`config.mk`:
```
export PLATFORM = sky130hd
export DESIGN_NAME = fetch_stage
export DESIGN_NICKNAME = d
export VERILOG_FILES = /design/src/verilog/cpu_pkg.sv /design/src/verilog/fetch_stage.sv
export SDC_FILE = /design/constraint.sdc
export NUM_CORES = 2
export LEC_CHECK = 0
export BUFFER_PORTS_ARGS = -buffer_cell sky130_fd_sc_hd__buf_2
export CAP_MARGIN = 40
export CORE_MARGIN = 5
export CORE_UTILIZATION = 42
export CTS_CLUSTER_SIZE = 8
export DETAILED_ROUTE_END_ITERATION = 10
export GPL_ROUTABILITY_DRIVEN = 0
export MAX_ROUTING_LAYER = met4
export SLEW_MARGIN = 20
export SYNTH_ARGS = -nofsm -noshare
export SYNTH_HDL_FRONTEND = slang
export SYNTH_SLANG_ARGS = --single-unit
```
`constraint.sdc`:
```
create_clock -name clk -period 6.4 [get_ports clk]
set_input_delay 0.32 -clock clk [delete_from_list [all_inputs] [get_ports clk]]
set_output_delay 0.32 -clock clk [all_outputs]
set_load 0.05 [all_outputs]
```
`src/verilog/cpu_pkg.sv`:
```
`default_nettype none

package cpu_pkg;

	////////////////////////////////////////////////////////////
	// Widths and memory sizes
	////////////////////////////////////////////////////////////
	localparam int XLEN       = 32;
	localparam int REG_AW     = 5;
	localparam int IMEM_DEPTH = 64;
	localparam int DMEM_DEPTH = 64;
	// Word addresses into each memory
	localparam int IMEM_AW    = $clog2(IMEM_DEPTH);
	localparam int DMEM_AW    = $clog2(DMEM_DEPTH);

	typedef logic [XLEN-1:0]   word_t;
	typedef logic [REG_AW-1:0] reg_addr_t;

	////////////////////////////////////////////////////////////
	// Instruction fields
	////////////////////////////////////////////////////////////
	// Primary opcode, bits 31:26
	typedef enum logic [5:0] {
		OP_RTYPE = 6'h00,
		OP_ADDI  = 6'h08,
		OP_LW    = 6'h23,
		OP_SW    = 6'h2b
	} opcode_e;

	// R-type function field, bits 5:0
	typedef enum logic [5:0] {
		FN_ADD = 6'h20,
		FN_SUB = 6'h22,
		FN_AND = 6'h24,
		FN_OR  = 6'h25,
		FN_SLT = 6'h2a
	} funct_e;

	typedef enum logic [2:0] {
		ALU_ADD,
		ALU_SUB,
		ALU_AND,
		ALU_OR,
		ALU_SLT
	} alu_op_e;

	// Operand source chosen by the hazard unit
	typedef enum logic [1:0] {
		FWD_NONE = 2'b00,
		FWD_WB   = 2'b01,
		FWD_MEM  = 2'b10
	} fwd_sel_e;

	////////////////////////////////////////////////////////////
	// Pipeline registers
	////////////////////////////////////////////////////////////
	typedef struct packed {
		word_t instr;
		logic  valid;
	} if_id_t;

	typedef struct packed {
		logic      reg_write;
		logic      mem_to_reg;
		logic      mem_write;
		logic      alu_src;
		logic      reg_dst;
		alu_op_e   alu_op;
		word_t     reg_a;
		word_t     reg_b;
		word_t     imm;
		reg_addr_t rs;
		reg_addr_t rt;
		reg_addr_t rd;
	} id_ex_t;

	typedef struct packed {
		logic      reg_write;
		logic      mem_to_reg;
		logic      mem_write;
		word_t     alu_result;
		word_t     store_data;
		reg_addr_t dest;
	} ex_mem_t;

	typedef struct packed {
		logic      reg_write;
		logic      mem_to_reg;
		word_t     read_data;
		word_t     alu_result;
		reg_addr_t dest;
	} mem_wb_t;

endpackage

`default_nettype wire

```
`src/verilog/fetch_stage.sv`:
```
`default_nettype none

module fetch_stage import cpu_pkg::*; (
	input  wire logic               clk,
	input  wire logic               rst_n,
	input  wire logic               run,
	input  wire logic               stall,
	input  wire logic               imem_we,
	input  wire logic [IMEM_AW-1:0] imem_addr,
	input  wire word_t              imem_wdata,
	output if_id_t                  if_id
);

	// Byte program counter
	word_t pc;
	word_t imem [IMEM_DEPTH];
	word_t instr;

	// Load port, works with run low
	always_ff @(posedge clk) begin
		if (imem_we) begin
			imem[imem_addr] <= imem_wdata;
		end
	end

	// Word address, byte offset dropped
	assign instr = imem[pc[IMEM_AW+1:2]];

	////////////////////////////////////////////////////////////
	// PC and IF/ID register
	////////////////////////////////////////////////////////////
	always_ff @(posedge clk) begin
		if (!rst_n) begin
			pc          <= '0;
			if_id.valid <= 1'b0;
		end else if (run && !stall) begin
			pc          <= pc + 32'd4;
			if_id.instr <= instr;
			if_id.valid <= 1'b1;
		end
		// Load-use stall holds both
	end

endmodule

`default_nettype wire

```
Yosys cells after proc, flatten, opt, wreduce, memory -nomap -nowiden --
Memory sizes are Yosys's and may differ from the RTL's. A register that Yosys moved wholly into a read port is not among the register bits. Index checks and enable logic that the tools add are counted.
Cells by class: add/sub/neg operators 1, $lt $le $gt $ge 0, reduce and logical (&&, ||, !) cells 3, div/mod/pow operators 0, eq/ne operators 0, multipliers 0, bitwise logic cells 0, shifts and indexed selects 0, mux-type cells 2
Operators with widths (number):
- adder 32 x 3 -> 32 bit (second input constant) | 1
- two-way mux 1 bit | 2
- AND reduction 2 bit | 1
- logical AND 1 bit | 1
- zero test 1 bit | 1
Word-level totals: memory bits (read-only) 0, RAM bits 2048, output and inout bits 33, flip-flop bits (word level) 33, latch bits 0, memories 1, word-level logic and storage cells 9
Memories:
- imem | depth 64, bits a word 32, rd ports 1, clocked after memory_dff 1, write ports 1, line fetch_stage.sv:16 | word_t imem [IMEM_DEPTH];

Logic depth before layout (Yosys ltp) --
word-level depth 3, gate-level depth with buffers 12, depth with buffers taken out 6

Worst setup path before layout --
No wires, ideal clock.
path type input-to-reg, start in imem_addr[3], end mem imem[48][0] (netlist name), enable pin, stages on the path 4, arrival time 3.024 ns, slack 2.915 ns, data required time 5.939 ns, path buffers 1, cells stage by stage clkbuf_1 nor2b_1 nand4b_1 nor3_1
RTL lines:
- from (decl) | line fetch_stage.sv:9 | input wire logic [IMEM_AW-1:0] imem_addr,
- to (decl) | line fetch_stage.sv:16
No word-level cell before the write port.

==> impl_results.md <==
* Status: complete, no violations
* Final Critical Period at 3.52 ns
* FF+latch count, synth at 2087
* DRT iter0 DRCs at 5302
* CTS Buf Count at just over 300
* Post-synth cell types at 50
* # H-tree levels at 5
* Global-route wire length before repair at between 300000 and 400000 um
* Max clock buf depth at 4
* Fin crit share at 0.551
* Total global routing overflow at 0
* Largest net degree at the start of global routing at just over 100
* Max IR drop VDD at 0.000311 V
* Final HPWL DP at 126000 um
* Routed wire per std cell at 34.6 um
* Post-synthesis async set-or-reset flop share at 0
* Nets at 3934
* Worst hold endpoint: imem[21][8]$_DFFE_PP_
* Port Buffers at between 70 and 80
* Via count at 39600
* Worst min path class: input pin to register
* First-pass iteration count of the detailed router at 6
* Core Area at ~190000 um^2
* Setup violators final at 0
* DP Worst Slack at 2.94 ns
* Post-synth EDFFs at around 2100
* Reg-to-reg endpoint: if_id[7]$_DFFE_PP_
* Clock skew at 0.0521 ns
* Hold Startpoint: imem_wdata[8]
* Power consumption at between 30000 and 40000 uW
* Routed vias/inst at 6.16
* Cts repair resizes at 0
* Share of layout cells above drive strength 1 at 0.294
* Hold-critical path depth at 1
* Commonest non-fill, non-tap cells in the layout: edfxtp_1, mux4_2, clkbuf_16
* WS Path Type: register to register
* Commonest non-fill, non-tap cell in the layout: edfxtp_1
* Rel. slew slack at 0.385
* Clock Latency Late Sink at 0.92 ns
* Setup TNS at 0 ns
* Post-synth top flop: edfxtp_1
* Worst path required time at 7.11 ns
* CTS tree: built
* Mapped Cells at around 3500
* RSZ-0062 raised after global routing: false
* Post-synthesis sequential area ratio at 0.783
* Non-filler cells, final at 6440
* Initial antenna violation count at 8
* F_max at 284 MHz
* Critical Path Sink Type: register
* Synth Area per Inst at around 23 um^2
* CTS Sinks at 2087
* Reg-to-Reg Start: pc[4]$_SDFFE_PN0N_
* DRC viols at 0
* ANT nets after route at 0
* Final Hold Viols at 0
* Post-CTS Setup Bufs at 0
* Cell Chain, Critical Path: clkinv_1 -> buf_4 -> nor2_2 -> buf_4 -> a2111oi_0 -> a21oi_1 -> a21oi_1 -> a21oi_1
* CTS root buffer: clkbuf_16
* # Max-Cap Violations at 0
* Die Span Y at 446 um
* Leak at roughly 0.028 uW
* Dpl cells at ~6000
* Die area at 199000 um^2
* Power Dens Cells at 325 nW/um^2
* Largest stage delay, worst path at 0.78 ns
* Most used cell, CP: a21oi_1
* Worst-path clk slew at 0.05 ns
* Startpoint types: register
* Slew Limit Fails at 0
* Area growth syn-to-layout at 17.2%
* DP Area at 85100 um^2
* Syn Nets at 3528
* CP Max Fanout at 39
* R2r worst-path depth at 8
* Final WS setup at 2.88 ns
* Arrival time at the worst endpoint at 4.23 ns
* Row cnt at 160
* Warnings from Yosys at 0
* CP max stage cell: dfxtp_4
* Die width at 446 um
* Post-CTS Hold Fix Bufs at 34
* Worst-Margin Slew at 0.920 ns
* I/O pin total at 76
* Initial Utilization at 0.421
* Vias in the first global route at 40100
* Total track usage at 0.231
* Final WL at 223000 um
* Syn Std Cell Area at 80000 um^2
* Worst R2R Setup Slack at 2.88 ns
* Post-route cell area at 93700 um^2
power by group:
group	leakage [uW]	switching, uW	internal (uW)
sequential	0.0188	38.5	15200
clock	0.00397	5340	8710
combinational	0.00571	694	531
area by class of cell:
| cell class | instances | area [um^2] |
|---|---|---|
| multi-input cells | 1198 | 16600 |
| clock buffers | 341 | 8020 |
| clock inverters | 7 | 77.6 |
| diodes | 4 | 10.0 |
| flip-flops and latches | 2087 | 62600 |
| well taps | 2511 | 3140 |
| repair buffers | 289 | 3210 |
| inverters | 3 | 13.8 |
| fillers | 15000 | 96100 |
kinds of logic after synthesis:
group,Yosys count,share of synthesized area
simple gates,186,0.0107
xor+xnor,4,0.000438
flops,2087,0.783
compound gates,288,0.0240
mux,719,0.166
buf+inv,199,0.0155
fa+ha+maj,1,0.000156
registers in the layout, summed over array words and instances (netlist names):
name / cells
pc: 6
if_id: 33
imem: 2048
stage by stage:
step	util	hold slack [ns]
global placement	0.441	0.457
CTS	0.493	0.0123
floorplan	-	0.419
finish	0.494	0.0551
global route	0.494	0.0559
detailed placement	0.449	0.456
synthesized netlist by cell type (9+ instances only):
| cell | instances | share of area |
|---|---|---|
| buf_6 | 34 | 0.0048 |
| o21ai_0 | 39 | 0.0024 |
| buf_4 | 21 | 0.0020 |
| a221oi_1 | 14 | 0.0015 |
| mux4_2 | 486 | 0.14 |
| o221ai_1 | 42 | 0.0046 |
| nor2_1 | 82 | 0.0038 |
| nor2b_1 | 16 | 0.0013 |
| nand2_1 | 39 | 0.0018 |
| clkbuf_1 | 67 | 0.0031 |
| a21oi_1 | 67 | 0.0042 |
| edfxtp_1 | 2080 | 0.78 |
| buf_2 | 52 | 0.0033 |
| mux2i_1 | 218 | 0.027 |
| nand3_1 | 16 | 0.0010 |
| o21ai_1 | 19 | 0.0012 |
| a22oi_1 | 9 | 0.00085 |
| buf_1 | 13 | 0.00061 |
| o22ai_1 | 32 | 0.0025 |
| a211oi_1 | 27 | 0.0025 |
metal layers:
metal,routed length (um),up-vias,GRT usage,share of wire
met4,5000,0,0.0552,0.022
met2,106000,2111,0.350,0.47
li1,-,15600,-,-
met5,0,-,-,0
met1,92200,21600,0.326,0.41
met3,20300,357,0.0460,0.091
worst max path at each step:
stage | start | to | slack (ns) | cells after the start
floorplan | imem_addr[3] | imem[48][0]$_DFFE_PP_ | 2.92 | 4
global placement | pc[3]$_SDFFE_PN0N_ | if_id[14]$_DFFE_PP_ | 2.92 | 5
detailed placement | pc[3]$_SDFFE_PN0N_ | if_id[14]$_DFFE_PP_ | 2.94 | 5
CTS | pc[4]$_SDFFE_PN0N_ | if_id[7]$_DFFE_PP_ | 2.90 | 8
global route | pc[4]$_SDFFE_PN0N_ | if_id[7]$_DFFE_PP_ | 2.84 | 8
finish | pc[4]$_SDFFE_PN0N_ | if_id[7]$_DFFE_PP_ | 2.88 | 8
worst max-delay path, delay by kind of cell, from the launching register on:
kind	cells	cell delay (ns)
AOI/OAI and AO/OA	4	0.77
buffers and inverters	3	1.22
DFF	1	0.78
and+or+nand+nor	1	0.43
No activity file was read; power rests on OpenSTA's default activity.
