[src/verilog/cpu_pkg.sv]
`default_nettype none

package cpu_pkg;

	////////////////////////////////////////////////////////////
	// Widths and memory sizes
	////////////////////////////////////////////////////////////
	localparam int XLEN       = 32;
	localparam int REG_AW     = 5;
	localparam int IMEM_DEPTH = 64;
	localparam int DMEM_DEPTH = 64;
	// Word addresses into each memory
	localparam int IMEM_AW    = $clog2(IMEM_DEPTH);
	localparam int DMEM_AW    = $clog2(DMEM_DEPTH);

	typedef logic [XLEN-1:0]   word_t;
	typedef logic [REG_AW-1:0] reg_addr_t;

	////////////////////////////////////////////////////////////
	// Instruction fields
	////////////////////////////////////////////////////////////
	// Primary opcode, bits 31:26
	typedef enum logic [5:0] {
		OP_RTYPE = 6'h00,
		OP_ADDI  = 6'h08,
		OP_LW    = 6'h23,
		OP_SW    = 6'h2b
	} opcode_e;

	// R-type function field, bits 5:0
	typedef enum logic [5:0] {
		FN_ADD = 6'h20,
		FN_SUB = 6'h22,
		FN_AND = 6'h24,
		FN_OR  = 6'h25,
		FN_SLT = 6'h2a
	} funct_e;

	typedef enum logic [2:0] {
		ALU_ADD,
		ALU_SUB,
		ALU_AND,
		ALU_OR,
		ALU_SLT
	} alu_op_e;

	// Operand source chosen by the hazard unit
	typedef enum logic [1:0] {
		FWD_NONE = 2'b00,
		FWD_WB   = 2'b01,
		FWD_MEM  = 2'b10
	} fwd_sel_e;

	////////////////////////////////////////////////////////////
	// Pipeline registers
	////////////////////////////////////////////////////////////
	typedef struct packed {
		word_t instr;
		logic  valid;
	} if_id_t;

	typedef struct packed {
		logic      reg_write;
		logic      mem_to_reg;
		logic      mem_write;
		logic      alu_src;
		logic      reg_dst;
		alu_op_e   alu_op;
		word_t     reg_a;
		word_t     reg_b;
		word_t     imm;
		reg_addr_t rs;
		reg_addr_t rt;
		reg_addr_t rd;
	} id_ex_t;

	typedef struct packed {
		logic      reg_write;
		logic      mem_to_reg;
		logic      mem_write;
		word_t     alu_result;
		word_t     store_data;
		reg_addr_t dest;
	} ex_mem_t;

	typedef struct packed {
		logic      reg_write;
		logic      mem_to_reg;
		word_t     read_data;
		word_t     alu_result;
		reg_addr_t dest;
	} mem_wb_t;

endpackage

`default_nettype wire

[src/verilog/hazard_if.sv]
`default_nettype none

interface hazard_if import cpu_pkg::*; ();

	// Decode stage sources
	reg_addr_t rs_d;
	reg_addr_t rt_d;
	// Execute stage, ID/EX view
	reg_addr_t rs_e;
	reg_addr_t rt_e;
	logic      mem_to_reg_e;
	reg_addr_t dest_e;
	// Execute stage, EX/MEM view
	logic      reg_write_m;
	reg_addr_t dest_m;
	// MEM/WB view
	logic      reg_write_w;
	reg_addr_t dest_w;
	// Hazard unit results
	fwd_sel_e  fwd_a;
	fwd_sel_e  fwd_b;
	logic      stall;
	logic      bubble;

	modport hazard (
		input  rs_d, rt_d, rs_e, rt_e, mem_to_reg_e, dest_e,
		input  reg_write_m, dest_m, reg_write_w, dest_w,
		output fwd_a, fwd_b, stall, bubble
	);

	modport decode (output rs_d, rt_d, input bubble);

	modport execute (
		output rs_e, rt_e, mem_to_reg_e, dest_e, reg_write_m, dest_m,
		input  fwd_a, fwd_b
	);

	modport memory (output reg_write_w, dest_w);

endinterface

`default_nettype wire

[src/verilog/decode_stage.sv]
`default_nettype none

module decode_stage import cpu_pkg::*; (
	input  wire logic      clk,
	input  wire logic      rst_n,
	input  wire logic      run,
	input  wire if_id_t    if_id,
	input  wire logic      wb_valid,
	input  wire reg_addr_t wb_addr,
	input  wire word_t     wb_data,
	hazard_if.decode       hz,
	output id_ex_t         id_ex
);

	word_t     regs [2**REG_AW];
	opcode_e   op;
	funct_e    fn;
	reg_addr_t rs;
	reg_addr_t rt;
	reg_addr_t rd;
	reg_addr_t dest;
	id_ex_t    nxt;

	// Instruction fields
	assign op = opcode_e'(if_id.instr[31:26]);
	assign fn = funct_e'(if_id.instr[5:0]);
	assign rs = if_id.instr[25:21];
	assign rt = if_id.instr[20:16];
	assign rd = if_id.instr[15:11];

	assign hz.rs_d = rs;
	assign hz.rt_d = rt;

	// r0 reads zero, same-cycle write-back wins over the array
	function automatic word_t read_reg(reg_addr_t a);
		if (a == '0) begin
			return '0;
		end else if (wb_valid && wb_addr == a) begin
			return wb_data;
		end
		return regs[a];
	endfunction

	////////////////////////////////////////////////////////////
	// Control decode
	////////////////////////////////////////////////////////////
	always_comb begin
		nxt       = '0;
		nxt.alu_op = ALU_ADD;
		nxt.reg_a = read_reg(rs);
		nxt.reg_b = read_reg(rt);
		nxt.imm   = {{(XLEN-16){if_id.instr[15]}}, if_id.instr[15:0]};
		nxt.rs    = rs;
		nxt.rt    = rt;
		nxt.rd    = rd;
		case (op)
			OP_RTYPE: begin
				nxt.reg_dst   = 1'b1;
				nxt.reg_write = 1'b1;
				case (fn)
					FN_ADD:  nxt.alu_op = ALU_ADD;
					FN_SUB:  nxt.alu_op = ALU_SUB;
					FN_AND:  nxt.alu_op = ALU_AND;
					FN_OR:   nxt.alu_op = ALU_OR;
					FN_SLT:  nxt.alu_op = ALU_SLT;
					// unknown funct acts as a nop
					default: nxt.reg_write = 1'b0;
				endcase
			end
			OP_ADDI: begin
				nxt.reg_write = 1'b1;
				nxt.alu_src   = 1'b1;
			end
			OP_LW: begin
				nxt.reg_write  = 1'b1;
				nxt.mem_to_reg = 1'b1;
				nxt.alu_src    = 1'b1;
			end
			OP_SW: begin
				nxt.mem_write = 1'b1;
				nxt.alu_src   = 1'b1;
			end
			default: ;
		endcase
		// Writes to r0 are dropped here and nowhere else
		dest = nxt.reg_dst ? rd : rt;
		if (dest == '0) begin
			nxt.reg_write  = 1'b0;
			nxt.mem_to_reg = 1'b0;
		end
		// Empty IF/ID slot
		if (!if_id.valid) begin
			nxt.reg_write  = 1'b0;
			nxt.mem_to_reg = 1'b0;
			nxt.mem_write  = 1'b0;
		end
	end

	// Register file, wb_valid is only high on run cycles
	always_ff @(posedge clk) begin
		if (!rst_n) begin
			for (int i = 0; i < 2**REG_AW; i++) begin
				regs[i] <= '0;
			end
		end else if (wb_valid) begin
			regs[wb_addr] <= wb_data;
		end
	end

	////////////////////////////////////////////////////////////
	// ID/EX register
	////////////////////////////////////////////////////////////
	always_ff @(posedge clk) begin
		if (!rst_n) begin
			id_ex.reg_write  <= 1'b0;
			id_ex.mem_to_reg <= 1'b0;
			id_ex.mem_write  <= 1'b0;
		end else if (run) begin
			// Bubble on load-use
			id_ex <= hz.bubble ? id_ex_t'('0) : nxt;
		end
	end

endmodule

`default_nettype wire

[src/flat_wrapper.sv]
// flat-port wrapper written by rule: the top's interface ports become plain ports
module decode_stage_flat import cpu_pkg::*;
  (clk, rst_n, run, if_id, wb_valid, wb_addr, wb_data, id_ex, hz_rs_d, hz_rt_d, hz_bubble);
  hazard_if hz_i ();
  input  wire logic clk;
  input  wire logic rst_n;
  input  wire logic run;
  input  wire if_id_t if_id;
  input  wire logic wb_valid;
  input  wire reg_addr_t wb_addr;
  input  wire word_t wb_data;
  output id_ex_t id_ex;
  output wire logic [$bits(hz_i.rs_d)-1:0] hz_rs_d;
  output wire logic [$bits(hz_i.rt_d)-1:0] hz_rt_d;
  input wire logic [$bits(hz_i.bubble)-1:0] hz_bubble;
  assign hz_rs_d = hz_i.rs_d;
  assign hz_rt_d = hz_i.rt_d;
  assign hz_i.bubble = hz_bubble;
  decode_stage u_core (.clk(clk), .rst_n(rst_n), .run(run), .if_id(if_id), .wb_valid(wb_valid), .wb_addr(wb_addr), .wb_data(wb_data), .hz(hz_i), .id_ex(id_ex));
endmodule
[config.mk]
export PLATFORM = sky130hd
export DESIGN_NAME = decode_stage_flat
export DESIGN_NICKNAME = d
export VERILOG_FILES = /design/src/verilog/cpu_pkg.sv /design/src/verilog/hazard_if.sv /design/src/verilog/decode_stage.sv /design/src/flat_wrapper.sv
export SDC_FILE = /design/constraint.sdc
export NUM_CORES = 2
export LEC_CHECK = 0
export BUFFER_PORTS_ARGS = -buffer_cell sky130_fd_sc_hd__buf_2
export CAP_MARGIN = 10
export CORE_MARGIN = 1
export CORE_UTILIZATION = 25
export DETAILED_ROUTE_END_ITERATION = 12
export GPL_ROUTABILITY_DRIVEN = 0
export GPL_TIMING_DRIVEN = 1
export HOLD_SLACK_MARGIN = 0.03
export PLACE_DENSITY_LB_ADDON = 0.15
export SYNTH_ARGS = -nofsm -noshare
export SYNTH_HDL_FRONTEND = slang
export SYNTH_SLANG_ARGS = --single-unit
[constraint.sdc]
create_clock -name clk -period 4.38 [get_ports clk]
set_input_delay 0.876 -clock clk [delete_from_list [all_inputs] [get_ports clk]]
set_output_delay 0.876 -clock clk [all_outputs]
set_load 0.01 [all_outputs]
Yosys cells after proc, flatten, opt, wreduce, memory -nomap -nowiden
Memories as Yosys holds them, arrays and structs flattened. Index checks and enable logic that the tools add are counted.

Bits in writable memories: 1024. Bits of input ports: 75. Word-level logic and storage cells: 64. Output and inout bits: 129. Memories: 1. Register bits: 103.

Bitwise gates (word level): 1. Multiplexer cells: 28. Reductions and logical operators: 12. Equal/unequal tests: 10.

Memory list: u_core.regs (words 32, width 32, rd ports 2, clocked after memory_dff 0, write ports 32, line decode_stage.sv:15) `word_t regs [2**REG_AW];`.

Operator list (count): $mux 32 (7); $mux 119 (1); $eq 6x6->1 const B (7); $reduce_or 32->1 (1); $logic_not 5->1 (3); $mux 1 (13); $pmux 3 s4 (1); $eq 5x5->1 (2); $mux 5 (2); $eq 6x4->1 const B (1); $logic_not 6->1 (1); $reduce_or 5->1 (1); $mux 4 (1); $reduce_or 2->1 (2); $mux 3 (1); $reduce_or 3->1 (1); $logic_and 1x1->1 (2); $mux 2 (1); $pmux 1 s2 (1); $reduce_and 2->1 (1); $not 1->1 (1).

Longest topological paths before layout
Word-level depth: 8. Depth in mapped cells: 9. Mapped depth without buffers: 5.

Worst setup path after synthesis
OpenSTA, ideal clock, no wires.

Kind: input port to flip-flop. Start: input port wb_addr[2]. End: memory u_core.regs[18][0] (netlist bit), enable pin. Data required time: 3.914 ns. Slack: -0.055 ns. Setup time: 0.466 ns. Stages: 4. Arrival: 3.970 ns. Buffers on the path: 2. Path through: buf_2 > or3b_2 > clkbuf_1 > o21ai_0.

RTL lines: start: declaration (line flat_wrapper.sv:10) `input wire reg_addr_t wb_addr;`; end: declaration (line decode_stage.sv:15).

Final worst setup path
Start: input port if_id[24] (netlist bit). End: register, netlist name u_core.id_ex[93].

Word-level cells in the longest chain between the ends: 5. Elaborated cells on any way between the ends: 8. Those cells by class: eq/ne: 1; mux: 4; reduce/logical: 2; memory: 1.

RTL lines: start: declaration (line flat_wrapper.sv:8) `input wire if_id_t if_id;`; parallel branches: the longest is 4 deep, another holds $mem_v2 32x32; $mux 32 (*) (line decode_stage.sv:41) `return regs[a];`.

Mark *: on every way between the ends. A chain may end at the register's enable or synchronous reset.

==> metrics <==
CTS Root Cell=clkbuf_16; Post-synth top flop=edfxtp_1; WHS=0.391 ns; post-synth net total=3891; main combinational cell family by area after synthesis=multiplexers; r2r startpoint=u_core.regs[18][14]$_SDFFCE_PN0P_; Compound-Gate Fraction of Synth Area=4.47%; Final Setup Violations=0; placed inst area=64700 sq um; post-synthesis cell area=58400 sq um; Max-Cap Viols=0; Initial Utilization=25.1%; PwrDens=395 nW/um^2; Post-Synth XOR/XNOR Area=0.150%; Syn Inst Count=3816; # port buffers=203; Leakage=23.3 nW; hold buffer count at CTS=0; Post-CTS Resized=0; vias per inst=5.09; HP Class=in -> reg; synth warn=0; final hold vios=0; Hold Path Origin=if_id[8]; Area Overhead vs Synth=18.2%; vias in the first global route=37004; Inserted Clock Buffers=136; crit path DAT=3.61 ns; post-detail-place hpwl=150 mm; FMAX=337 MHz; register area share after synthesis=57.6%; FP Rows=177; Pre-Repair DR Iteration Count=5; Max Transition Viols Final=0; Setup Skew=0.0277 ns; DRC viols=0; 1st-iter DRT viols=3548; Max H-tree Level=4; Non-Filler Instances=7139; width of the die=485 um; asr flop ratio synth=0%; synthesized flop and latch total=1122; total number of vias=36302; Core ar.=232000 sq um; largest net degree at the start of global routing=61; final worst-path cycle share=67.8%; setup repair bufs after CTS=0; Routed WL per cell=33.9 um; grt total ovfl=0; total wire length=242 mm; Adder-Cell Fraction of Synth Area=0%; Synth cell types=52; first-pass GRT wire length=329 mm; CP required=5.02 ns; Post-Synth Simple-Gate Area=13.4%; placed cells=6881; die height=485 um; final instance area=69000 sq um; io pins=204; share of layout cells above drive strength 1=30.4%; All-Layer GR Usage=20.4%; CP endpoint kind=flop; outcome=finished clean; TritonCTS Sinks=1122; fin nets=4051; CTS tree=done; Post-synth EDFFs=1119; Skew-Pair Late Insertion Delay=0.79 ns; DIE AREA=236000 sq um; Worst slew margin=36.7%; VDD IR max=0.288 mV; crit start category=input port; Slew @ Worst Pin=0.944 ns; CP Launch Point=if_id[24]; Final Util=29.7%; syn avg cell area=15.3 sq um; crit path kind=in -> reg; ANT nets after route=0; initial antenna violation count=29; crit-path max FO=42; RSZ-0062 raised after global routing=false; minimum clock period=2.97 ns; Clk pin slew, worst setup/hold paths=0.06 ns; Clock Path Buffers=3; mux contribution to synthesized area=20.8%
==> cell families after synthesis <==
kind of cell | after synthesis
buffers and inverters | 450
and+or+nand+nor | 1282
DFF | 1122
AOI/OAI and AO/OA | 374
xor gates and xnor gates | 10
muxes | 578
==> report_power, final <==
part	switching [W]	internal (W)
clock network	0.00485	0.00651
logic	0.00188	0.00130
registers	0.000309	0.0124
total	0.00704	0.0202
==> layer usage <==
metal  vias to the layer above  share of wire, %  global-route usage [%]
li1                      15107                 -                       -
met1                     19689                44                    27.9
met4                         2               2.4                    5.22
met3                       253               4.9                    2.61
met5                         -            0.0050                       0
met2                      1251                49                    33.8
==> critical path: stages <==
cell and delay, ns:
buf_8 0.37, or2_2 0.73, buf_4 0.37, o22ai_1 0.24, nor3_1 0.72, a211o_1 0.21
==> registers in the layout, indices dropped and copies added, names as in the netlist <==
name,flops
u_core.id_ex,98
u_core.regs,1024
==> cell type report <==
type | count | area [sq um]
clock buffer | 172 | 3670
multi-input combinational | 2244 | 23300
inverter | 9 | 33.8
timing repair buffer | 463 | 3850
tap | 3043 | 3810
antenna | 14 | 35.0
fill | 22874 | 163000
sequential | 1122 | 33700
clock inverter | 72 | 638
==> path summary, 6_finish.rpt <==
kind / endpoint / slack, ns / depth (start not counted)
worst max register to register: u_core.id_ex[93]$_SDFFCE_PP0P_ / 2.01 / 5
worst max-delay path: u_core.id_ex[93]$_SDFFCE_PP0P_ / 1.41 / 6
worst min-delay path: u_core.id_ex[22]$_SDFFCE_PP0P_ / 0.39 / 2
worst min register to register: u_core.id_ex[116]$_SDFFE_PN0P_ / 0.47 / 2
==> synthesized netlist by cell type, types with 5 or more instances <==
master / instances / share of area, %
and2_1: 1026 / 11
nor2_1: 44 / 0.28
nor3_1: 68 / 0.58
mux2i_1: 70 / 1.2
nor2b_1: 95 / 1.0
mux4_2: 508 / 20
buf_1: 9 / 0.058
a211o_1: 32 / 0.48
nand4_1: 5 / 0.054
nand2b_1: 6 / 0.064
inv_1: 9 / 0.058
o22ai_1: 126 / 1.3
xnor2_1: 10 / 0.15
a21oi_1: 36 / 0.31
edfxtp_1: 1119 / 58
nand3_1: 6 / 0.051
buf_2: 69 / 0.59
a221o_1: 32 / 0.55
buf_4: 48 / 0.62
clkbuf_1: 296 / 1.9
buf_6: 18 / 0.35
a211oi_1: 96 / 1.2
o21ai_0: 34 / 0.29
nand2_1: 14 / 0.090
==> per-stage QoR <==
| stage | setup slack, ns | power (W) | TNS [ns] |
|---|---|---|---|
| final | 1.41 | 0.0273 | 0 |
| after CTS | 1.31 | 0.0275 | 0 |
| after global routing | 1.34 | 0.0281 | 0 |
| after floorplan | -0.0552 | 0.0147 | -6.68 |
| after detailed placement | 0.486 | 0.0161 | 0 |
| after global placement | 0.475 | 0.0161 | 0 |
==> cells in the final DEF, fill, tap and decap left out, drive strengths merged, types with 2 or more instances in the layout <==
cell      netlist  routed
edfxtp       1119    1119
and2         1026    1026
mux4          508     508
buf           144     463
clkbuf        297     172
o22ai         126     126
a211oi         96      96
nor2b          95      95
mux2i          70      70
nor3           68      68
clkinv          0      54
nor2           44      44
a21oi          36      36
o21ai          36      36
a211o          32      32
a221o          32      32
inv             9      15
diode           0      14
nand2          14      14
xnor2          10      10
bufinv          0      10
nand3           6       6
nand2b          6       6
nand4           5       5
nand3b          3       3
nor3b           3       3
dfxtp           3       3
nor4            2       2
or2             2       2
a32oi           2       2
a221oi          2       2
clkinvlp        0       2
or3             2       2
a21boi          2       2
Power figures use the tool's default switching activity.
