`src/verilog/cpu_pkg.sv`:
```
`default_nettype none

package cpu_pkg;

	////////////////////////////////////////////////////////////
	// Widths and memory sizes
	////////////////////////////////////////////////////////////
	localparam int XLEN       = 32;
	localparam int REG_AW     = 5;
	localparam int IMEM_DEPTH = 64;
	localparam int DMEM_DEPTH = 64;
	// Word addresses into each memory
	localparam int IMEM_AW    = $clog2(IMEM_DEPTH);
	localparam int DMEM_AW    = $clog2(DMEM_DEPTH);

	typedef logic [XLEN-1:0]   word_t;
	typedef logic [REG_AW-1:0] reg_addr_t;

	////////////////////////////////////////////////////////////
	// Instruction fields
	////////////////////////////////////////////////////////////
	// Primary opcode, bits 31:26
	typedef enum logic [5:0] {
		OP_RTYPE = 6'h00,
		OP_ADDI  = 6'h08,
		OP_LW    = 6'h23,
		OP_SW    = 6'h2b
	} opcode_e;

	// R-type function field, bits 5:0
	typedef enum logic [5:0] {
		FN_ADD = 6'h20,
		FN_SUB = 6'h22,
		FN_AND = 6'h24,
		FN_OR  = 6'h25,
		FN_SLT = 6'h2a
	} funct_e;

	typedef enum logic [2:0] {
		ALU_ADD,
		ALU_SUB,
		ALU_AND,
		ALU_OR,
		ALU_SLT
	} alu_op_e;

	// Operand source chosen by the hazard unit
	typedef enum logic [1:0] {
		FWD_NONE = 2'b00,
		FWD_WB   = 2'b01,
		FWD_MEM  = 2'b10
	} fwd_sel_e;

	////////////////////////////////////////////////////////////
	// Pipeline registers
	////////////////////////////////////////////////////////////
	typedef struct packed {
		word_t instr;
		logic  valid;
	} if_id_t;

	typedef struct packed {
		logic      reg_write;
		logic      mem_to_reg;
		logic      mem_write;
		logic      alu_src;
		logic      reg_dst;
		alu_op_e   alu_op;
		word_t     reg_a;
		word_t     reg_b;
		word_t     imm;
		reg_addr_t rs;
		reg_addr_t rt;
		reg_addr_t rd;
	} id_ex_t;

	typedef struct packed {
		logic      reg_write;
		logic      mem_to_reg;
		logic      mem_write;
		word_t     alu_result;
		word_t     store_data;
		reg_addr_t dest;
	} ex_mem_t;

	typedef struct packed {
		logic      reg_write;
		logic      mem_to_reg;
		word_t     read_data;
		word_t     alu_result;
		reg_addr_t dest;
	} mem_wb_t;

endpackage

`default_nettype wire

```
`src/verilog/hazard_if.sv`:
```
`default_nettype none

interface hazard_if import cpu_pkg::*; ();

	// Decode stage sources
	reg_addr_t rs_d;
	reg_addr_t rt_d;
	// Execute stage, ID/EX view
	reg_addr_t rs_e;
	reg_addr_t rt_e;
	logic      mem_to_reg_e;
	reg_addr_t dest_e;
	// Execute stage, EX/MEM view
	logic      reg_write_m;
	reg_addr_t dest_m;
	// MEM/WB view
	logic      reg_write_w;
	reg_addr_t dest_w;
	// Hazard unit results
	fwd_sel_e  fwd_a;
	fwd_sel_e  fwd_b;
	logic      stall;
	logic      bubble;

	modport hazard (
		input  rs_d, rt_d, rs_e, rt_e, mem_to_reg_e, dest_e,
		input  reg_write_m, dest_m, reg_write_w, dest_w,
		output fwd_a, fwd_b, stall, bubble
	);

	modport decode (output rs_d, rt_d, input bubble);

	modport execute (
		output rs_e, rt_e, mem_to_reg_e, dest_e, reg_write_m, dest_m,
		input  fwd_a, fwd_b
	);

	modport memory (output reg_write_w, dest_w);

endinterface

`default_nettype wire

```
`src/verilog/execute_stage.sv`:
```
`default_nettype none

module execute_stage import cpu_pkg::*; (
	input  wire logic   clk,
	input  wire logic   rst_n,
	input  wire logic   run,
	input  wire id_ex_t id_ex,
	input  wire word_t  wb_data,
	hazard_if.execute   hz,
	output ex_mem_t     ex_mem
);

	word_t     op_a;
	word_t     store_data;
	word_t     op_b;
	word_t     result;
	reg_addr_t dest;

	// Operand source from the EX/MEM result or the write-back value
	function automatic word_t fwd_mux(fwd_sel_e sel, word_t reg_val);
		case (sel)
			FWD_MEM: return ex_mem.alu_result;
			FWD_WB:  return wb_data;
			default: return reg_val;
		endcase
	endfunction

	always_comb begin
		op_a       = fwd_mux(hz.fwd_a, id_ex.reg_a);
		store_data = fwd_mux(hz.fwd_b, id_ex.reg_b);
	end

	// Immediate for addi, lw, sw
	assign op_b       = id_ex.alu_src ? id_ex.imm : store_data;

	////////////////////////////////////////////////////////////
	// ALU
	////////////////////////////////////////////////////////////
	always_comb begin
		case (id_ex.alu_op)
			ALU_SUB: result = op_a - op_b;
			ALU_AND: result = op_a & op_b;
			ALU_OR:  result = op_a | op_b;
			// Signed compare
			ALU_SLT: result = {{(XLEN-1){1'b0}}, $signed(op_a) < $signed(op_b)};
			default: result = op_a + op_b;
		endcase
	end

	// rd for R-type and rt otherwise
	assign dest = id_ex.reg_dst ? id_ex.rd : id_ex.rt;

	// Hazard unit view
	assign hz.rs_e         = id_ex.rs;
	assign hz.rt_e         = id_ex.rt;
	assign hz.mem_to_reg_e = id_ex.mem_to_reg;
	assign hz.dest_e       = dest;
	assign hz.reg_write_m  = ex_mem.reg_write;
	assign hz.dest_m       = ex_mem.dest;

	// EX/MEM register
	always_ff @(posedge clk) begin
		if (!rst_n) begin
			ex_mem.reg_write  <= 1'b0;
			ex_mem.mem_to_reg <= 1'b0;
			ex_mem.mem_write  <= 1'b0;
		end else if (run) begin
			ex_mem.reg_write  <= id_ex.reg_write;
			ex_mem.mem_to_reg <= id_ex.mem_to_reg;
			ex_mem.mem_write  <= id_ex.mem_write;
			ex_mem.alu_result <= result;
			ex_mem.store_data <= store_data;
			ex_mem.dest       <= dest;
		end
	end

endmodule

`default_nettype wire

```
`src/flat_wrapper.sv`:
```
// flat-port wrapper written by rule: the top's interface ports become plain ports
module execute_stage_flat import cpu_pkg::*;
  (clk, rst_n, run, id_ex, wb_data, ex_mem, hz_rs_e, hz_rt_e, hz_mem_to_reg_e, hz_dest_e, hz_reg_write_m, hz_dest_m, hz_fwd_a, hz_fwd_b);
  hazard_if hz_i ();
  input  wire logic clk;
  input  wire logic rst_n;
  input  wire logic run;
  input  wire id_ex_t id_ex;
  input  wire word_t wb_data;
  output ex_mem_t ex_mem;
  output wire logic [$bits(hz_i.rs_e)-1:0] hz_rs_e;
  output wire logic [$bits(hz_i.rt_e)-1:0] hz_rt_e;
  output wire logic [$bits(hz_i.mem_to_reg_e)-1:0] hz_mem_to_reg_e;
  output wire logic [$bits(hz_i.dest_e)-1:0] hz_dest_e;
  output wire logic [$bits(hz_i.reg_write_m)-1:0] hz_reg_write_m;
  output wire logic [$bits(hz_i.dest_m)-1:0] hz_dest_m;
  input wire logic [$bits(hz_i.fwd_a)-1:0] hz_fwd_a;
  input wire logic [$bits(hz_i.fwd_b)-1:0] hz_fwd_b;
  assign hz_rs_e = hz_i.rs_e;
  assign hz_rt_e = hz_i.rt_e;
  assign hz_mem_to_reg_e = hz_i.mem_to_reg_e;
  assign hz_dest_e = hz_i.dest_e;
  assign hz_reg_write_m = hz_i.reg_write_m;
  assign hz_dest_m = hz_i.dest_m;
  assign hz_i.fwd_a = hz_fwd_a;
  assign hz_i.fwd_b = hz_fwd_b;
  execute_stage u_core (.clk(clk), .rst_n(rst_n), .run(run), .id_ex(id_ex), .wb_data(wb_data), .hz(hz_i), .ex_mem(ex_mem));
endmodule
```
`config.mk`:
```
export PLATFORM = sky130hd
export DESIGN_NAME = execute_stage_flat
export DESIGN_NICKNAME = d
export VERILOG_FILES = /design/src/verilog/cpu_pkg.sv /design/src/verilog/hazard_if.sv /design/src/verilog/execute_stage.sv /design/src/flat_wrapper.sv
export SDC_FILE = /design/constraint.sdc
export NUM_CORES = 1
export LEC_CHECK = 0
export BUFFER_PORTS_ARGS = -buffer_cell sky130_fd_sc_hd__buf_2
export CAP_MARGIN = 20
export CORE_MARGIN = 3
export CORE_UTILIZATION = 45
export CTS_CLUSTER_SIZE = 12
export DETAILED_ROUTE_END_ITERATION = 6
export GPL_TIMING_DRIVEN = 1
export HOLD_SLACK_MARGIN = 0.05
export PLACE_DENSITY = 0.78
export SLEW_MARGIN = 20
export SYNTH_ARGS = -nofsm -noshare
export SYNTH_HDL_FRONTEND = slang
export SYNTH_SLANG_ARGS = --single-unit
```
`constraint.sdc`:
```
create_clock -name clk -period 9.4 [get_ports clk]
set_clock_uncertainty 0.15 [all_clocks]
set_input_delay 1.88 -clock clk [delete_from_list [all_inputs] [get_ports clk]]
set_output_delay 1.88 -clock clk [all_outputs]
set_load 0.005 [all_outputs]
```
Yosys cells after proc, flatten, opt, wreduce, memory -nomap -nowiden
Index checks and enable logic that the tools add are counted.
- reduce and logical (&&, ||, !) cells: 1
- mux-type cells: 5
- shift-type cells: 0
- order comparisons: 1
- add/subtract/negate cells: 2
- bitwise operators: 2
- multiply operators: 0
- eq/ne operators: 8
- divide/modulo/power cells: 0
- operators by type and width (operator ; count):
    $pmux 32 s2 ; 2
    $pmux 32 s4 ; 1
    $add 32x32->32 ; 1
    $and 32x32->32 ; 1
    $lt 32x32->1 ; 1
    $mux 32 ; 1
    $or 32x32->32 ; 1
    $sub 32x32->32 ; 1
    $eq 3x2->1 const B ; 2
    $mux 5 ; 1
    $eq 2x1->1 const B ; 2
    $eq 2x2->1 const B ; 2
    $eq 3x1->1 const B ; 1
    $eq 3x3->1 const B ; 1
    $reduce_and 2->1 ; 1
- memories: 0
- latch bits: 0
- input port bits: 158
- output and inout port bits: 94
- bits in registers: 72
- memory bits (read-only): 0
- logic and storage cells: 25
- bits in writable memories: 0

Longest topological paths before layout
- depth in word-level cells: 5
- depth in mapped cells: 21
- mapped depth without buffers: 20

Least setup slack after synthesis
No wires, ideal clock.
- path type: input to register
- start point: input port hz_fwd_b[0]
- end point: register, netlist name u_core.ex_mem[67]
- required time: 8978 ps
- stages on the path: 20
- arrival: 5651 ps
- library setup time: 272 ps
- path slack: 3328 ps
- buffers on the path: 2
- cell sequence: inv_1 -> ha_1 -> clkbuf_1 -> buf_1 -> a21oi_1 -> o21a_1 -> inv_1 -> ha_1 -> inv_1 -> fa_1 -> a21o_1 -> and4_1 -> nand3b_1 -> nor3b_2 -> o211a_4 -> a311oi_4 -> o41a_4 -> a21oi_2 -> a221oi_1 -> o221ai_1
- cells in the longest elaborated chain, start to end: 5
- elaborated cells between the ends (all ways): 9
- classes of those cells: 2 x add/sub; 2 x eq/ne; 3 x mux; 2 x bitwise
- ends and longest elaborated chain (element ; RTL line ; source):
    start: declaration ; flat_wrapper.sv:18 ; input wire logic [$bits(hz_i.fwd_b)-1:0] hz_fwd_b;
    $eq 2x1->1 / $eq 2x2->1 (equally long branches) ; execute_stage.sv:21 ; case (sel)
    $pmux 32 s2 (*) ; execute_stage.sv:21 ;
    $mux 32 (*) ; execute_stage.sv:34 ; assign op_b = id_ex.alu_src ? id_ex.imm : store_data;
    $add 32x32->32 (tied with other cells) ; execute_stage.sv:46 ; default: result = op_a + op_b;
    $pmux 32 s4 (*) ; execute_stage.sv:40 ; case (id_ex.alu_op)
    named net u_core.result[30] ; execute_stage.sv:16 ; word_t result;
The timed path passes the listed nets; every way through them passes the cells marked *.
A chain may end at the register's enable or synchronous reset.

Final worst setup path
- start point: input port hz_fwd_b[1]
- end point: register, netlist name u_core.ex_mem[67]
- cells in the longest elaborated chain, start to end: 5
- elaborated cells between the ends (all ways): 9
- classes of those cells: 2 x add/sub; 2 x eq/ne; 3 x mux; 2 x bitwise
- ends and longest elaborated chain (element ; RTL line):
    $eq 2x1->1 / $eq 2x2->1 (equally long branches) ; execute_stage.sv:21
    $pmux 32 s2 (*) ; execute_stage.sv:21
    $mux 32 (*) ; execute_stage.sv:34
    $add 32x32->32 (tied with other cells) ; execute_stage.sv:46
    $pmux 32 s4 (*) ; execute_stage.sv:40
    named net u_core.result[30] ; execute_stage.sv:16
Marks and branches as above.

==> impl_metrics.ini <==
[status]
status = completed

[global_route]
gr-usage-all-layers = 0.283
grt-ovfl-total = 0
grt_pass1_wl_um = 49700
antenna_found_initial = 3
grt_pass1_vias = 9123
grt_max_degree = 70

[final_layout]
nets = 1623
fillers = 1920
final-instance-count-excl-fill = 1637
final_common_cell = buf_2
layout-drive-gt1-share = 0.232
seqCellArea_um2 = 2130
final_cell_mix = buf_2 (241), inv_1 (142), a21oi_1 (132)
area_delta_synth_final_pct = 15.4
multi_input_area_um2 = 5960
final_util = 0.537

[pwr]
p_leak_uw = 0.00492
power.switching_uw = 661
swShare = 0.424
ir_drop_mv = 0.0568
clock_power_share = 0.233
powerDensity_nw_per_um2 = 147
power_uw = 1560
p_seq_frac = 0.266
p_int_uw = 898
p_comb_frac = 0.501

[yosys]
synth_ff_type = edfxtp_1
synth-async-reset-ratio = 0
synthCells = 1189
syn_area_per_cell_um2 = 7.71
syn-num-nets = 1449
ys_warn_count = 0
ys_ff_latch = 72
synth_edf_count = 69
syn_area_um2 = 9170
ys_seq_area_frac = 0.233
synth.distinct_cells = 93

[worst_hold_path]
min_path_type = register to register
whs_path_depth = 2
hold_start = u_core.ex_mem[70]$_SDFFE_PN0P_
worstHoldEndpoint = u_core.ex_mem[70]$_SDFFE_PN0P_

[cts]
cts_resized = 0
clock-sinks = 72
worstSkewPairLatency_ns = 0.36
cts_tree = built
cts_setup_buffers = 0
cts_made_buffers = 9
cts_buffer_depth = 2
root_buffer = clkbuf_16
path_clk_slew_ns = 0.06
htreeDepth = 3
hold_buffers = 0

[floorplanning]
die_area_um2 = 22100
ios = 252
die_w_um = 149
fp-row-count = 51
start_util = 0.465
die_y_um = 149
core-area_um2 = 19700

[setup_path]
cp_slowest_cell = ha_1
critical_path_required_ns = 9.33
slowest_delay_ns = 0.73
r2r_cells = 15
regToRegSetupSlack_ns = 5.04
cp_num_buf_inv = 4
crit_top_cell = ha_1
critPathKind = input pin to register
critical_path.top_delay_family = compound AO/OA/AOI/OAI gates
rr_endpoint = u_core.ex_mem[67]$_DFFE_PP_
cp-end-kind = register
arrival_ns = 6.46
crit_path_start_kind = input pin
path_depth = 19
path_cells = buf_2, inv_1, ha_1, buf_4, a22oi_1, nor2_1, a21oi_1, o21a_1, ha_1, inv_2, nor3_1, nand2_1, nor3b_2, o211a_4, a311oi_4, o41a_4, a21oi_2, o221a_1, o221ai_1
crit_fanout = 21
rr_startpoint = u_core.ex_mem[50]$_DFFE_PP_

[routing]
wl_per_cell_um = 20.1
drt_first_pass_iters = 5
via_per_inst = 5.98
ant_nets = 0
drc = 0
num_vias = 9788
drt_wl_total_um = 32800
first_iter_violations = 1014

[sta]
slew_violations = 0
min_period_ns = 6.53
fin_tns_setup_ns = 0
setup_viol = 0
finalHoldViolCount = 0
worst-slew-pin-transition_ns = 1.00
max_freq_mhz = 153
maxSlewHeadroom = 0.331
rsz0062_at_grt = no
timing.final.crit_share = 0.694

[job]
drv_cap = 0

[placement]
gp_congestion = 1.00
hpwlAfterDp_um = 24900
io_buffers = 241
dp_cells = 1617
synthesized netlist by cell type (all sizes together), types with 9 or more instances:
master | number | area [µm²]
clkbuf | 58 | 299
a211oi | 9 | 67.6
o21a | 35 | 263
o221ai | 15 | 138
nor3 | 14 | 75.1
o211ai | 16 | 120
o22ai | 16 | 106
a21oi | 136 | 696
nand2b | 9 | 56.3
nor2b | 12 | 85.1
buf | 31 | 228
nand2 | 113 | 424
a22oi | 64 | 480
nor2 | 117 | 442
inv | 145 | 544
a221o | 12 | 120
edfxtp | 69 | 2070
o21ai | 81 | 417
ha | 100 | 1250
final cells by class:
type | count | area share
flip-flops and latches | 72 | 0.201
repair buffers | 256 | 0.125
well taps | 265 | 0.0313
inverters | 145 | 0.0514
multi-input cells | 879 | 0.563
clock buffers | 9 | 0.0213
diodes | 4 | 0.000946
clock inverters | 7 | 0.00591
state kept, by name, summed over array words and instances, names as in the netlist:
register,flops
u_core.ex_mem,66
u_core.hz.dest_m,5
u_core.hz.reg_write_m,1
power by group through the flow:
stage	Sequential [µW]	Clock [µW]	Combinational, µW
after floorplan	419	0	562
after global routing	417	374	862
after global placement	420	0	758
after detailed placement	421	0	763
after CTS	414	364	768
final	414	364	781
how the worst max path moves through the flow:
stage                     slack [ns]   startpoint                     endpoint
after detailed placement        2.57  hz_fwd_b[1]  u_core.ex_mem[67]$_DFFE_PP_
after global placement          2.61  hz_fwd_b[1]  u_core.ex_mem[37]$_DFFE_PP_
after CTS                       2.93  hz_fwd_b[1]  u_core.ex_mem[67]$_DFFE_PP_
final                           2.87  hz_fwd_b[1]  u_core.ex_mem[67]$_DFFE_PP_
after global routing            2.61  hz_fwd_b[1]  u_core.ex_mem[68]$_DFFE_PP_
after floorplan                 3.33  hz_fwd_b[0]  u_core.ex_mem[67]$_DFFE_PP_
metal layers:
layer / share of wire / global-route usage / vias to the layer above / wire length, µm
met5: 0 / 0 / - / 0
met4: 0.032 / 0.121 / 0 / 1060
met3: 0.10 / 0.0586 / 76 / 3370
met2: 0.46 / 0.454 / 524 / 15100
met1: 0.40 / 0.372 / 4616 / 13300
li1: - / - / 4572 / -
through the flow:
step / area, µm² / hold slack [ns] / setup WS (ns)
2_1_floorplan: 9170 / 0.357 / 3.33
3_3_place_gp: 10300 / 0.346 / 2.61
3_5_place_dp: 10300 / 0.359 / 2.57
4_1_cts: 10600 / 0.373 / 2.93
5_1_grt: 10600 / 0.404 / 2.61
6_report: 10600 / 0.369 / 2.87
worst register-to-register path, cell delays in order, from the launching register on:
cell and delay [ns]:
edfxtp_1 0.44, a22oi_1 0.28, nor2_1 0.08, a21oi_1 0.18, o21a_1 0.31, ha_1 0.41
inv_2 0.12, nor3_1 0.34, nand2_1 0.12, nor3b_2 0.31, o211a_4 0.25, a311oi_4 0.14
o41a_4 0.47, a21oi_2 0.18, o221a_1 0.20, o221ai_1 0.12
kinds of logic after synthesis:
logic type | count (synthesis) | synth area share
muxes | 10 | 0.0121
xor gates and xnor gates | 4 | 0.00382
adders and majority gates | 103 | 0.142
DFF | 72 | 0.233
AOI/OAI and AO/OA | 445 | 0.330
and+or+nand+nor | 317 | 0.158
buffers and inverters | 238 | 0.121
No activity file was read; power rests on OpenSTA's default activity.
